$ cat src/logic/board_pkg.sv
// Shared widths and types for the board; segment tables assume common 0-F shapes, decimal point off
package board_pkg;

    // Number of display digits
    localparam int w_digit = 6;

    // Signed microphone sample
    typedef logic signed [23:0] sample_t;

    // Scanned segment bus, bit 7 is a, bit 0 is the decimal point h, active high
    typedef logic [7:0] seg_t;

    // One static display, bit 0 is a, bit 6 is g, active low
    typedef logic [6:0] hex_t;

    // Nibble to abcdefgh shapes
    function automatic seg_t hex_to_seg(input logic [3:0] nibble);
        case (nibble)
            4'h0: return 8'b1111_1100;
            4'h1: return 8'b0110_0000;
            4'h2: return 8'b1101_1010;
            4'h3: return 8'b1111_0010;
            4'h4: return 8'b0110_0110;
            4'h5: return 8'b1011_0110;
            4'h6: return 8'b1011_1110;
            4'h7: return 8'b1110_0000;
            4'h8: return 8'b1111_1110;
            4'h9: return 8'b1111_0110;
            4'ha: return 8'b1110_1110;
            4'hb: return 8'b0011_1110;
            4'hc: return 8'b1001_1100;
            4'hd: return 8'b0111_1010;
            4'he: return 8'b1001_1110;
            default: return 8'b1000_1110;
        endcase
    endfunction

endpackage

$ cat src/logic/inmp441_mic_i2s_receiver.sv
// I2S master for one INMP441; clk_div must be even and at least 2, only the left 24 bits are kept
`timescale 1ns/10ps

module inmp441_mic_i2s_receiver
#(
    parameter int clk_div = 8
)
(
    input  logic               clk,
    input  logic               rst,
    output logic               sck,
    output logic               ws,
    input  logic               sd,
    output board_pkg::sample_t sample,
    output logic               sample_valid
);

    localparam int w_div = $clog2(clk_div);

    logic [w_div - 1:0] div_cnt;
    logic               sck_rise;
    logic               sck_fall;
    logic [5:0]         bit_cnt;
    logic               ws_rise;
    board_pkg::sample_t shift_reg;

    // --------------------
    // Serial clock divider

    // sck goes high half way through the period and low at its end
    assign sck_rise = (div_cnt == w_div'(clk_div / 2 - 1));
    assign sck_fall = (div_cnt == w_div'(clk_div - 1));

    always_ff @(posedge clk or posedge rst)
    begin
        if (rst)
        begin
            div_cnt <= '0;
            sck     <= 1'b0;
        end
        else
        begin
            if (sck_fall)
                div_cnt <= '0;
            else
                div_cnt <= div_cnt + 1'b1;

            if (sck_rise)
                sck <= 1'b1;
            else if (sck_fall)
                sck <= 1'b0;
        end
    end

    // --------------------
    // Frame position, 64 sck periods per frame

    always_ff @(posedge clk or posedge rst)
    begin
        if (rst)
            bit_cnt <= '0;
        else if (sck_fall)
            bit_cnt <= bit_cnt + 1'b1;
    end

    // Upper half of the frame is the right channel
    assign ws      = bit_cnt[5];
    assign ws_rise = sck_fall && (bit_cnt == 6'd31);

    // MSB arrives one period after ws falls
    always_ff @(posedge clk)
    begin
        if (sck_rise && (bit_cnt >= 6'd1) && (bit_cnt <= 6'd24))
            shift_reg <= {shift_reg[22:0], sd};
    end

    // --------------------
    // Sample output

    always_ff @(posedge clk)
    begin
        if (ws_rise)
            sample <= shift_reg;
    end

    always_ff @(posedge clk or posedge rst)
    begin
        if (rst)
            sample_valid <= 1'b0;
        else
            sample_valid <= ws_rise;
    end

endmodule

$ cat src/logic/seven_segment_scanner.sv
// Dynamic display scanner; each digit stays scan_period clk cycles, no decimal points are lit
`timescale 1ns/10ps

module seven_segment_scanner
#(
    parameter int scan_period = 16
)
(
    input  logic                            clk,
    input  logic                            rst,
    input  logic [4 * board_pkg::w_digit - 1:0] value,
    output board_pkg::seg_t                 abcdefgh,
    output logic [board_pkg::w_digit - 1:0] digit
);

    localparam int w_cnt = (scan_period > 1) ? $clog2(scan_period) : 1;

    logic [w_cnt - 1:0]              dwell_cnt;
    logic                            dwell_end;
    logic [board_pkg::w_digit - 1:0] digit_next;
    logic [3:0]                      nibble;

    // --------------------
    // Digit rotation

    assign dwell_end = (dwell_cnt == w_cnt'(scan_period - 1));

    always_comb
    begin
        if (dwell_end)
            digit_next = {digit[board_pkg::w_digit - 2:0], digit[board_pkg::w_digit - 1]};
        else
            digit_next = digit;
    end

    always_ff @(posedge clk or posedge rst)
    begin
        if (rst)
        begin
            dwell_cnt <= '0;
            digit     <= board_pkg::w_digit'(1);
        end
        else
        begin
            if (dwell_end)
                dwell_cnt <= '0;
            else
                dwell_cnt <= dwell_cnt + 1'b1;

            digit <= digit_next;
        end
    end

    // --------------------
    // Segment encoding

    // Nibble for the position that digit holds next cycle
    always_comb
    begin
        nibble = '0;
        for (int i = 0; i < board_pkg::w_digit; i++)
        begin
            if (digit_next[i])
                nibble = value[4 * i +: 4];
        end
    end

    // Registered together with digit so both stay aligned
    always_ff @(posedge clk or posedge rst)
    begin
        if (rst)
            abcdefgh <= '0;
        else
            abcdefgh <= board_pkg::hex_to_seg(nibble);
    end

endmodule

$ cat src/logic/lab_top.sv
// Level meter core; freeze holds the shown sample, the LED bar only looks at magnitude bits 22..19
`timescale 1ns/10ps

module lab_top
#(
    parameter int scan_period = 16
)
(
    input  logic                            clk,
    input  logic                            rst,
    input  logic                            freeze,
    input  board_pkg::sample_t              sample,
    input  logic                            sample_valid,
    output logic [9:0]                      led,
    output board_pkg::seg_t                 abcdefgh,
    output logic [board_pkg::w_digit - 1:0] digit
);

    board_pkg::sample_t disp;
    logic [22:0]        mag;
    logic [3:0]         level;
    logic [9:0]         led_next;

    // Displayed sample, held while frozen
    always_ff @(posedge clk or posedge rst)
    begin
        if (rst)
            disp <= '0;
        else if (sample_valid && !freeze)
            disp <= sample;
    end

    // --------------------
    // LED bar

    // Most negative sample saturates to full scale
    always_comb
    begin
        if (disp == 24'sh80_0000)
            mag = '1;
        else if (disp[23])
            mag = 23'(-disp);
        else
            mag = disp[22:0];
    end

    assign level = (mag[22:19] > 4'd10) ? 4'd10 : mag[22:19];

    always_comb
    begin
        for (int i = 0; i < 10; i++)
            led_next[i] = (i < level);
    end

    always_ff @(posedge clk or posedge rst)
    begin
        if (rst)
            led <= '0;
        else
            led <= led_next;
    end

    // --------------------
    // Hex digits of the displayed sample

    seven_segment_scanner
    #(
        .scan_period ( scan_period )
    )
    i_scanner
    (
        .clk      ( clk      ),
        .rst      ( rst      ),
        .value    ( disp     ),
        .abcdefgh ( abcdefgh ),
        .digit    ( digit    )
    );

endmodule

$ cat src/logic/static_hex_latch.sv
// Turns the scanned segment bus into six sticky active-low displays; the decimal point is dropped
`timescale 1ns/10ps

module static_hex_latch
(
    input  logic                            clk,
    input  logic                            rst,
    input  board_pkg::seg_t                 abcdefgh,
    input  logic [board_pkg::w_digit - 1:0] digit,
    output board_pkg::hex_t                 hex0,
    output board_pkg::hex_t                 hex1,
    output board_pkg::hex_t                 hex2,
    output board_pkg::hex_t                 hex3,
    output board_pkg::hex_t                 hex4,
    output board_pkg::hex_t                 hex5
);

    board_pkg::seg_t hgfedcba;
    board_pkg::hex_t hex_new;
    board_pkg::hex_t hex_q [board_pkg::w_digit];

    // Segment a moves to bit 0
    always_comb
    begin
        for (int i = 0; i < $bits(board_pkg::seg_t); i++)
            hgfedcba[i] = abcdefgh[$bits(board_pkg::seg_t) - 1 - i];
    end

    assign hex_new = ~hgfedcba[6:0];

    // --------------------
    // Sticky display registers

    // Each display keeps its pattern while other digits are scanned
    always_ff @(posedge clk or posedge rst)
    begin
        if (rst)
        begin
            for (int i = 0; i < board_pkg::w_digit; i++)
                hex_q[i] <= '1;
        end
        else
        begin
            for (int i = 0; i < board_pkg::w_digit; i++)
            begin
                if (digit[i])
                    hex_q[i] <= hex_new;
            end
        end
    end

    assign hex0 = hex_q[0];
    assign hex1 = hex_q[1];
    assign hex2 = hex_q[2];
    assign hex3 = hex_q[3];
    assign hex4 = hex_q[4];
    assign hex5 = hex_q[5];

endmodule

$ cat src/logic/board_top.sv
// Board wrapper for one INMP441 on the left channel; key_n is active low, displays are active low
`timescale 1ns/10ps

module board_top
#(
    parameter int clk_div     = 8,
    parameter int scan_period = 16
)
(
    input  logic            clk,
    input  logic            rst,
    input  logic            key_n,
    input  logic            mic_sd,
    output logic            mic_sck,
    output logic            mic_ws,
    output logic [9:0]      led,
    output board_pkg::hex_t hex0,
    output board_pkg::hex_t hex1,
    output board_pkg::hex_t hex2,
    output board_pkg::hex_t hex3,
    output board_pkg::hex_t hex4,
    output board_pkg::hex_t hex5
);

    // --------------------
    // Internal wires

    logic                            freeze;
    board_pkg::sample_t              sample;
    logic                            sample_valid;
    board_pkg::seg_t                 abcdefgh;
    logic [board_pkg::w_digit - 1:0] digit;

    // Key is pressed when low
    assign freeze = ~key_n;

    // --------------------
    // Microphone

    inmp441_mic_i2s_receiver
    #(
        .clk_div ( clk_div )
    )
    i_microphone
    (
        .clk          ( clk          ),
        .rst          ( rst          ),
        .sck          ( mic_sck      ),
        .ws           ( mic_ws       ),
        .sd           ( mic_sd       ),
        .sample       ( sample       ),
        .sample_valid ( sample_valid )
    );

    // --------------------
    // Meter core

    lab_top
    #(
        .scan_period ( scan_period )
    )
    i_lab_top
    (
        .clk          ( clk          ),
        .rst          ( rst          ),
        .freeze       ( freeze       ),
        .sample       ( sample       ),
        .sample_valid ( sample_valid ),
        .led          ( led          ),
        .abcdefgh     ( abcdefgh     ),
        .digit        ( digit        )
    );

    // --------------------
    // Static displays

    static_hex_latch i_hex_latch
    (
        .clk      ( clk      ),
        .rst      ( rst      ),
        .abcdefgh ( abcdefgh ),
        .digit    ( digit    ),
        .hex0     ( hex0     ),
        .hex1     ( hex1     ),
        .hex2     ( hex2     ),
        .hex3     ( hex3     ),
        .hex4     ( hex4     ),
        .hex5     ( hex5     )
    );

endmodule

$ cat config.mk
export PLATFORM = sky130hd
export DESIGN_NAME = board_top
export DESIGN_NICKNAME = d
export VERILOG_FILES = /design/src/logic/board_pkg.sv /design/src/logic/inmp441_mic_i2s_receiver.sv /design/src/logic/seven_segment_scanner.sv /design/src/logic/lab_top.sv /design/src/logic/static_hex_latch.sv /design/src/logic/board_top.sv
export SDC_FILE = /design/constraint.sdc
export NUM_CORES = 1
export LEC_CHECK = 0
export BUFFER_PORTS_ARGS = -buffer_cell sky130_fd_sc_hd__buf_2
export CORE_ASPECT_RATIO = 1.4
export CORE_UTILIZATION = 50
export CTS_CLUSTER_DIAMETER = 60
export DETAILED_ROUTE_END_ITERATION = 10
export GPL_ROUTABILITY_DRIVEN = 1
export PLACE_DENSITY_LB_ADDON = 0.05
export SYNTH_ARGS = -nofsm -noshare
export SYNTH_HDL_FRONTEND = slang
export SYNTH_SLANG_ARGS = --single-unit
$ cat constraint.sdc
create_clock -name clk -period 4.2 [get_ports clk]
set_clock_uncertainty 0.15 [all_clocks]
set_input_delay 0.42 -clock clk [delete_from_list [all_inputs] [get_ports clk]]
set_output_delay 0.42 -clock clk [all_outputs]
set_load 0.005 [all_outputs]
; Word-level counts from Yosys, hierarchy flattened
; Memory sizes are Yosys's and may differ from the RTL's. A register that Yosys moved wholly into a read port is not among the register bits.
; Index checks and enable logic that the tools add are counted.
[totals]
regBits = 145
latchBits = 0
ramBits = 0
romBits = 112
inputBits = 4
output_inout_bits = 54
wordCells = 59
memories = 1
[op_classes]
add_sub_neg = 4
n_mul = 0
n_div = 0
magnitude_cmp = 13
n_eq_ne = 5
shift = 0
mux = 14
bitwise_logic = 1
reduce_logical = 5
[memory_table]
columns = name, depth, width, read_ports, rd_ports_with_merged_regs, write_ports, line
row1 = (no name shown), 16, 7, 1, 1, 0, board_pkg.sv:18  ; case (nibble)
[op_table]
columns = cell, n
row1 = 2-to-1 mux 23 bit, 2
row2 = 2-to-1 mux 4 bit, 8
row3 = == test 24 bit (second input constant), 1
row4 = negation 23 bit, 1
row5 = < comparator 3 x 4 -> 1 bit (first input constant), 4
row6 = < comparator 1 x 4 -> 1 bit (first input constant), 2
row7 = < comparator 2 x 4 -> 1 bit (first input constant), 2
row8 = < comparator 4 bit (first input constant), 2
row9 = inverter 7 bit, 1
row10 = adder 6 x 1 -> 6 bit (second input constant), 1
row11 = == test 6 x 5 -> 1 bit (second input constant), 1
row12 = >= comparator 6 x 1 -> 1 bit (second input constant), 1
row13 = less-or-equal comparator 6 x 5 -> 1 bit (second input constant), 1
row14 = 2-to-1 mux 6 bit, 1
row15 = adder 4 x 1 -> 4 bit (second input constant), 1
row16 = == test 4 bit (second input constant), 1
row17 = > comparator 4 bit (second input constant), 1
row18 = logical AND 1 bit, 4
row19 = adder 3 x 1 -> 3 bit (second input constant), 1
row20 = == test 3 x 2 -> 1 bit (second input constant), 1
row21 = == test 3 bit (second input constant), 1
row22 = 2-to-1 mux 3 bit, 1
row23 = 2-to-1 mux 1 bit, 2
row24 = nonzero test 2 bit, 1

; Longest topological paths before layout
; Gate-level depths: netlist of run 1.
[logic_depth]
ltp_word = 8
depth_mapped = 13
depth_no_buf = 11

; Cells and area by module
; Synthesis of run 1 repeated with hierarchy kept, for this count alone.
[hier_totals]
hier_cells = 500
area_unflattened_um2 = 6358.6
[modules_own_cells]
columns = module, instances, cells_per_inst, area_each_um2
row1 = inmp441_mic_i2s_receiver, 1, 95, 1975.6
row2 = static_hex_latch, 1, 133, 1625.3
row3 = lab_top, 1, 117, 1436.4
row4 = seven_segment_scanner, 1, 154, 1317.5
row5 = board_top, 1, 1, 3.8

; Worst setup path after synthesis of run 1
; No wires, ideal clock.
[synth_path]
path_type = register -> register
start = reg i_microphone.div_cnt[0]
end = reg i_microphone.sample[0] (enable)
setup_ns = 0.469
arrival_ns = 3.435
t_required_ns = 3.581
setup_slack_ns = 0.147
path_stages_with_launch = 6
path_buffers = 1
synth_period_minus_slack_ns = 4.053
path_cell_list = dfrtp_1 -> ha_1 -> ha_1 -> clkbuf_1 -> nand2_1 -> nor4_1
[synth_via]
elab_chain_len = 2
[synth_rtl]
columns = item, line
row1 = from (decl), inmp441_mic_i2s_receiver.sv:20  ; logic [w_div - 1:0] div_cnt;
row2 = from (signal assigned), inmp441_mic_i2s_receiver.sv:46  ; div_cnt <= div_cnt + 1'b1;
row3 = == test 3 bit, inmp441_mic_i2s_receiver.sv:32  ; assign sck_fall = (div_cnt == w_div'(clk_div - 1));
row4 = logical AND 1 bit, inmp441_mic_i2s_receiver.sv:68  ; assign ws_rise = sck_fall && (bit_cnt == 6'd31);
row5 = via i_microphone.ws_rise, inmp441_mic_i2s_receiver.sv:24  ; logic ws_rise;
row6 = to (signal assigned), inmp441_mic_i2s_receiver.sv:83  ; sample <= shift_reg;
row7 = to (decl), inmp441_mic_i2s_receiver.sv:14  ; output board_pkg::sample_t sample,
; The timed path passes the listed nets, and every way through them passes these cells.
; A chain may end at the register's enable or synchronous reset.

; Final worst setup path of run 1
[layout_path]
start = reg i_lab_top.i_scanner.dwell_cnt[1]
end = reg i_lab_top.i_scanner.abcdefgh[1]
[layout_via]
elab_chain_len = 8
[layout_rtl]
columns = item, line
row1 = from (decl), seven_segment_scanner.sv:18  ; logic [w_cnt - 1:0] dwell_cnt;
row2 = from (signal assigned), seven_segment_scanner.sv:48  ; dwell_cnt <= dwell_cnt + 1'b1;
row3 = == test 4 bit *, seven_segment_scanner.sv:26  ; assign dwell_end = (dwell_cnt == w_cnt'(scan_period - 1));
row4 = 2-to-1 mux 6 bit *, seven_segment_scanner.sv:30  ; if (dwell_end)
row5 = 2-to-1 mux 4 bit (5 in series), seven_segment_scanner.sv:63  ; if (digit_next[i])
row6 = 2-to-1 mux 4 bit *, seven_segment_scanner.sv:63
row7 = to (decl), seven_segment_scanner.sv:12  ; output board_pkg::seg_t abcdefgh,
; Every way passes the cells marked *; elsewhere a longest branch is shown, timed or not.

==> flow_metrics.py, run 1 <==
metrics = {
    "global_route": {
        "grt_max_degree": 76,
        "antenna_found_initial": 0,
        "grt_overflow_total": 0,
        "grt_usage_pct": 19.1,
        "first_global_vias": 3693,
        "grt_pass1_wl_mm": 18.5,
    },
    "cells_and_area": {
        "final_cell_mix": "dfrtp_1 (61), buf_2 (57), edfxtp_1 (48)",
        "nets": 546,
        "diodes": 0,
        "drive_above_1_share_pct": 31.7,
        "finish.utilization_pct": 60.5,
        "mostFrequentLayoutCell": "dfrtp_1",
        "area_delta_synth_final_pct": 16.3,
        "fin_area_um2": 7260,
    },
    "timing": {
        "setup_viol": 0,
        "drv_slew": 0,
        "period_needed_ns": 3.28,
        "fmax_mhz": 305,
        "fin_tns_setup_ns": 0,
        "worst_slew_pin_slew_ns": 1.01,
        "post-route-period-util_pct": 78.1,
        "slew_headroom_pct": 32.7,
        "rsz0062_at_grt": "false",
        "hold_slack_ns": 0.0293,
        "hold_violations": 0,
    },
    "synthesis": {
        "synth_nets": 488,
        "synthCells": 469,
        "synthesis.yosys.warnings": 0,
        "synth_edf_count": 48,
        "synth_top_area_share_pct": 24.5,
        "synth_cell_type_count": 52,
        "synth_top_cell_by_area": "dfrtp_1",
        "synth_ff_type": "dfrtp_1",
        "ys_seq_area_share_pct": 65.7,
        "avgSynthCellArea_um2": 13.3,
        "synthTopCellsByArea": "dfrtp_1 (24%), edfxtp_1 (23%), dfstp_2 (18%)",
        "synth_seq_cells": 152,
        "netlist_area_um2": 6240,
        "async_flop_share_pct": 68.4,
    },
    "cts": {
        "clock-sinks": 152,
        "cts_buffers": 17,
        "cts_tree": "done",
        "clockRootBuffer": "clkbuf_16",
        "clkTransAtPathRegs_ns": 0.06,
        "cts_buffer_depth": 2,
        "post_cts_buffers": 0,
        "ctsResizeCount": 0,
        "cts_hold_buffers": 0,
        "htreeDepth": 4,
        "clk_latency_ns": 0.42,
    },
    "worst_setup_path": {
        "worst_ep_arrival_time_ns": 3.46,
        "critPathBufInv": 1,
        "path_class": "reg -> reg",
        "crit_slowest_cell": "o221ai_1",
        "cp_common_cell": "ha_1",
        "critPathCaptureType": "register",
        "cp_slowest_stage_delay_ns": 0.56,
        "start_kind": "register",
        "cp.required_ns": 4.38,
        "crit_fanout": 12,
        "crit_family": "compound AO/OA/AOI/OAI gates",
        "worstPathCellList": "ha_1 > and3_1 > mux2_2 > nand3_1 > o221ai_1 > inv_1 > ha_1 > mux2_1 > a22oi_1",
    },
    "routing": {
        "drt_iter0_markers": 227,
        "wirelength_mm": 11.2,
        "drt-vias-per-instance": 5.33,
        "vias": 3662,
        "drtAntennaViolNets": 0,
        "dr.pass1.iters": 4,
        "routedWlPerCell_um": 16.2,
        "drc": 0,
    },
    "placement": {
        "dp_hpwl_mm": 7.49,
        "placed_area_um2": 6660,
        "io_buffer_count": 57,
        "gp_congestion": 0.821,
    },
    "floorplan": {
        "initial_utilization_pct": 52.0,
        "fp-row-count": 47,
        "die_height_um": 134,
        "pin_count": 58,
        "core-area_um2": 12000,
        "die_w_um": 96.4,
        "dieArea_um2": 12900,
    },
    "pwr": {
        "power_frac_comb_pct": 0.7,
        "p_leak_nw": 3.14,
        "pwr_density_cell_nw_per_um2": 425,
        "power.switching_w": 0.000623,
        "switching_share_pct": 20.2,
        "clkPwrFrac_pct": 49.9,
        "sequentialPowerShare_pct": 49.4,
        "intPower_w": 0.00246,
        "peakVddDrop_mv": 0.332,
    },
    "outcome": {
        "status": "completed",
    },
    "run": {
        "cap_violations": 0,
    },
    "hold_path": {
        "worstHoldPathType": "in -> reg",
    },
}
==> final cells by class <==
type                    instances  area (um2)
multi-input cells             255        1910
inverters                      40         153
clock buffers                  17         425
well taps                     147         184
flip-flops and latches        152        4100
repair buffers                 61         315
clock inverters                15         176
fillers                       950        4740
==> Yosys cell counts (5+ instances only) <==
cell       n
a21oi_1   31
clkbuf_1  13
dfrtp_1   61
dfstp_2   43
edfxtp_1  48
ha_1      15
inv_1     40
mux2_2    26
mux2i_1   29
nand2_1   27
nand2b_1   5
nand3b_1   8
nand4_1    5
nor2_1    23
nor3_1     8
nor4_1     7
o21ai_0   14
==> per-layer routing <==
| layer | GRT usage [%] | routed length, um | part of all wire, % | vias up |
|---|---|---|---|---|
| li1 | - | - | - | 1768 |
| met5 | 0 | 0 | 0 | - |
| met2 | 32.8 | 5780 | 52 | 81 |
| met3 | 4.48 | 369 | 3.3 | 20 |
| met1 | 22.7 | 4770 | 43 | 1793 |
| met4 | 8.09 | 229 | 2.1 | 0 |
==> worst register-to-register path: cells and delay by family, from the launching register on <==
kind / cells / cell delay, ns
simple gates: 2 / 0.58
fa+ha+maj: 2 / 0.63
flops: 1 / 0.39
compound gates: 2 / 0.70
mux: 2 / 0.54
buf+inv: 1 / 0.20
==> final timing paths <==
path | slack, ns | from | endpoint | cells past startpoint
min in group asynchronous | 0.06 | rst | i_lab_top.i_scanner.digit[1]$_DFF_PP0_ | 2
setup / recovery | 0.92 | i_lab_top.i_scanner.dwell_cnt[1]$_DFF_PP0_ | i_lab_top.i_scanner.abcdefgh[1]$_DFF_PP0_ | 9
hold / removal | 0.03 | mic_sd | i_microphone.shift_reg[0]$_DFFE_PP_ | 1
max in group asynchronous | 2.88 | rst | i_hex_latch.hex5[3]$_DFFE_PP1P_ | 3
setup reg to reg | 0.92 | i_lab_top.i_scanner.dwell_cnt[1]$_DFF_PP0_ | i_lab_top.i_scanner.abcdefgh[1]$_DFF_PP0_ | 9
hold reg to reg | 0.28 | i_microphone.shift_reg[23]$_DFFE_PP_ | i_microphone.sample[23]$_DFFE_PP_ | 0
==> power groups by stage <==
stage	clock, W	combinational, W	sequential, W
floorplan	0	0.0000142	0.00155
global placement	0	0.0000228	0.00155
detailed placement	0	0.0000230	0.00155
CTS	0.00157	0.0000230	0.00152
global route	0.00164	0.0000259	0.00152
finish	0.00154	0.0000211	0.00152
==> stage by stage <==
step / instances / power (W) / worst slack (ns)
final: 687 / 0.00308 / 0.920
after global routing: 687 / 0.00319 / 0.744
after CTS: 687 / 0.00312 / 0.932
after detailed placement: 655 / 0.00157 / 0.952
after global placement: 655 / 0.00157 / 1.12
after floorplan: 469 / 0.00156 / 0.147
==> cell families after synthesis <==
group	count (synthesis)	share of synthesized area, %
compound gates	79	8.56
xor+xnor	7	0.982
fa+ha+maj	15	3.01
buf+inv	62	4.11
flops	152	65.7
mux	58	9.94
simple gates	96	7.74
No activity file was read; power rests on OpenSTA's default activity.
==> inputs of run 2 (changes only) <==
- clock period: 4.2 -> 3.2 ns (I/O delays scaled with it)
==> run 2 against run 1 <==
Against the previous run: power increased by 36%; wire length increased by 3.7%; register-to-register slack got worse by 0.59 ns; highest routed layer unchanged.
==> flow_metrics.py, run 2 (synthesis gave the netlist of run 1 again) <==
metrics = {
    "routing": {
        "m1WireLength_mm": 4.90,
        "dr_wl_met2_mm": 6.00,
        "dr.max_layer_used": "met4",
        "drc": 0,
        "drt-vias-per-instance": 5.39,
        "routedWlPerCell_um": 16.6,
        "dr.pass1.iters": 4,
        "wirelength_mm": 11.6,
        "drt_iter0_markers": 159,
        "drtAntennaViolNets": 0,
        "vias": 3759,
        "wl_met3_um": 408,
    },
    "cts": {
        "cts_buffer_depth": 2,
        "clockRootBuffer": "clkbuf_16",
        "clock-sinks": 152,
        "clkTransAtPathRegs_ns": 0.06,
        "cts_tree": "done",
        "post_cts_buffers": 0,
        "clk_latency_ns": 0.42,
        "htreeDepth": 4,
        "cts_buffers": 17,
    },
    "cells_and_area": {
        "area_delta_synth_final_pct": 19.0,
        "drive_above_1_share_pct": 33.4,
        "final_cell_mix": "dfrtp_1 (61), buf_2 (57), edfxtp_1 (48)",
        "nets": 557,
        "mostFrequentLayoutCell": "dfrtp_1",
        "diodes": 0,
    },
    "global_route": {
        "first_global_vias": 3754,
        "grt_pass1_wl_mm": 19.0,
        "antenna_found_initial": 0,
        "grt_usage_pct": 19.8,
        "grt_overflow_total": 0,
        "grt_max_degree": 56,
    },
    "placement": {
        "dp_hpwl_mm": 7.82,
        "io_buffer_count": 57,
        "gp_congestion": 0.827,
    },
    "run": {
        "cap_violations": 0,
    },
    "worst_setup_path": {
        "cp_slowest_stage_delay_ns": 0.41,
        "crit_fanout": 12,
        "crit_slowest_cell": "dfrtp_1",
        "critPathCaptureType": "register",
        "start_kind": "register",
        "path_class": "reg -> reg",
        "cp.required_ns": 3.37,
        "critPathBufInv": 1,
        "worst_ep_arrival_time_ns": 3.05,
        "crit_family": "compound AO/OA/AOI/OAI gates",
        "worstPathCellList": "ha_1 > and3_2 > a21o_1 > a221oi_1 > o211ai_1 > o221ai_2 > inv_1 > ha_1 > mux2_1 > a22oi_1",
        "cp_common_cell": "ha_1",
        "r2r_slack_ns": 0.33,
    },
    "floorplan": {
        "fp-row-count": 47,
        "die_height_um": 134,
        "dieArea_um2": 12900,
        "pin_count": 58,
        "initial_utilization_pct": 52.0,
        "die_w_um": 96.4,
        "core-area_um2": 12000,
    },
    "pwr": {
        "total_power_w": 0.00418,
        "peakVddDrop_mv": 0.376,
        "p_leak_nw": 3.22,
        "pwr_density_cell_nw_per_um2": 563,
    },
    "outcome": {
        "status": "completed",
    },
    "timing": {
        "setup_viol": 0,
        "post-route-period-util_pct": 89.7,
        "fin_tns_setup_ns": 0,
        "slew_headroom_pct": 33.9,
        "fmax_mhz": 348,
        "period_needed_ns": 2.87,
        "rsz0062_at_grt": "false",
        "drv_slew": 0,
        "hold_violations": 0,
        "worst_slew_pin_slew_ns": 0.988,
    },
    "hold_path": {
        "worstHoldPathType": "reg -> reg",
    },
}
run 2: cell types whose count changed in the layout (fill, tap and decap cells not counted), moves of 2 or more:
cell           before  now
inv_6               2    5
clkinv_2            2    0
clkinv_1            2    0
dlygate4sd3_1       0    2
buf_12              0    2
buf_4               4   11
run 2: area by class of cell:
class                      count  area (um2)
tap                          147         184
clock buffer                  17         425
multi-input combinational    255        1920
fill                         958        4570
timing repair buffer          72         428
sequential                   152        4100
clock inverter                15         215
inverter                      40         153
run 2: where the power goes:
| group | leakage (nW) | switching (W) | internal (W) |
|---|---|---|---|
| Sequential | 1.68 | 0 | 0.00200 |
| Combinational | 1.23 | 0.0000256 | 0.00000564 |
| Clock | 0.305 | 0.000824 | 0.00133 |
| Total | 3.22 | 0.000850 | 0.00333 |
run 2: timing repair:
item | in CTS | in global routing
endpoints found under the hold margin | 43 | 0
hold buffers | 2 | 0
setup endpoints to repair | 0 | 5
resized for setup | 0 | 2
run 2: stage by stage:
stage	hold WS [ns]	worst slack (ns)	util [%]	instance area (um2)	instances
after floorplan	0.250	0.0690	-	6250	469
after CTS	0.271	0.168	61.8	7420	698
final	0.272	0.328	61.9	7430	698
after detailed placement	0.255	0.205	56.3	6760	664
after global placement	0.255	0.308	56.3	6760	664
after global routing	0.285	0.0894	61.9	7430	698
run 2: per-layer routing:
layer / track usage [%] / vias to the layer above
met4: 8.42 / 0
li1: - / 1795
met2: 33.2 / 83
met5: 0 / -
met3: 4.65 / 21
met1: 24.2 / 1860
run 2: worst paths after layout:
path	from	end	cells past startpoint
max	i_lab_top.i_scanner.dwell_cnt[0]$_DFF_PP0_	i_lab_top.i_scanner.abcdefgh[1]$_DFF_PP0_	10
min	i_microphone.shift_reg[23]$_DFFE_PP_	i_microphone.sample[23]$_DFFE_PP_	0
max reg2reg	i_lab_top.i_scanner.dwell_cnt[0]$_DFF_PP0_	i_lab_top.i_scanner.abcdefgh[1]$_DFF_PP0_	10
min reg2reg	i_microphone.shift_reg[23]$_DFFE_PP_	i_microphone.sample[23]$_DFFE_PP_	0
max in group asynchronous	rst	i_hex_latch.hex2[1]$_DFFE_PP1P_	4
min in group asynchronous	rst	i_lab_top.i_scanner.dwell_cnt[2]$_DFF_PP0_	3
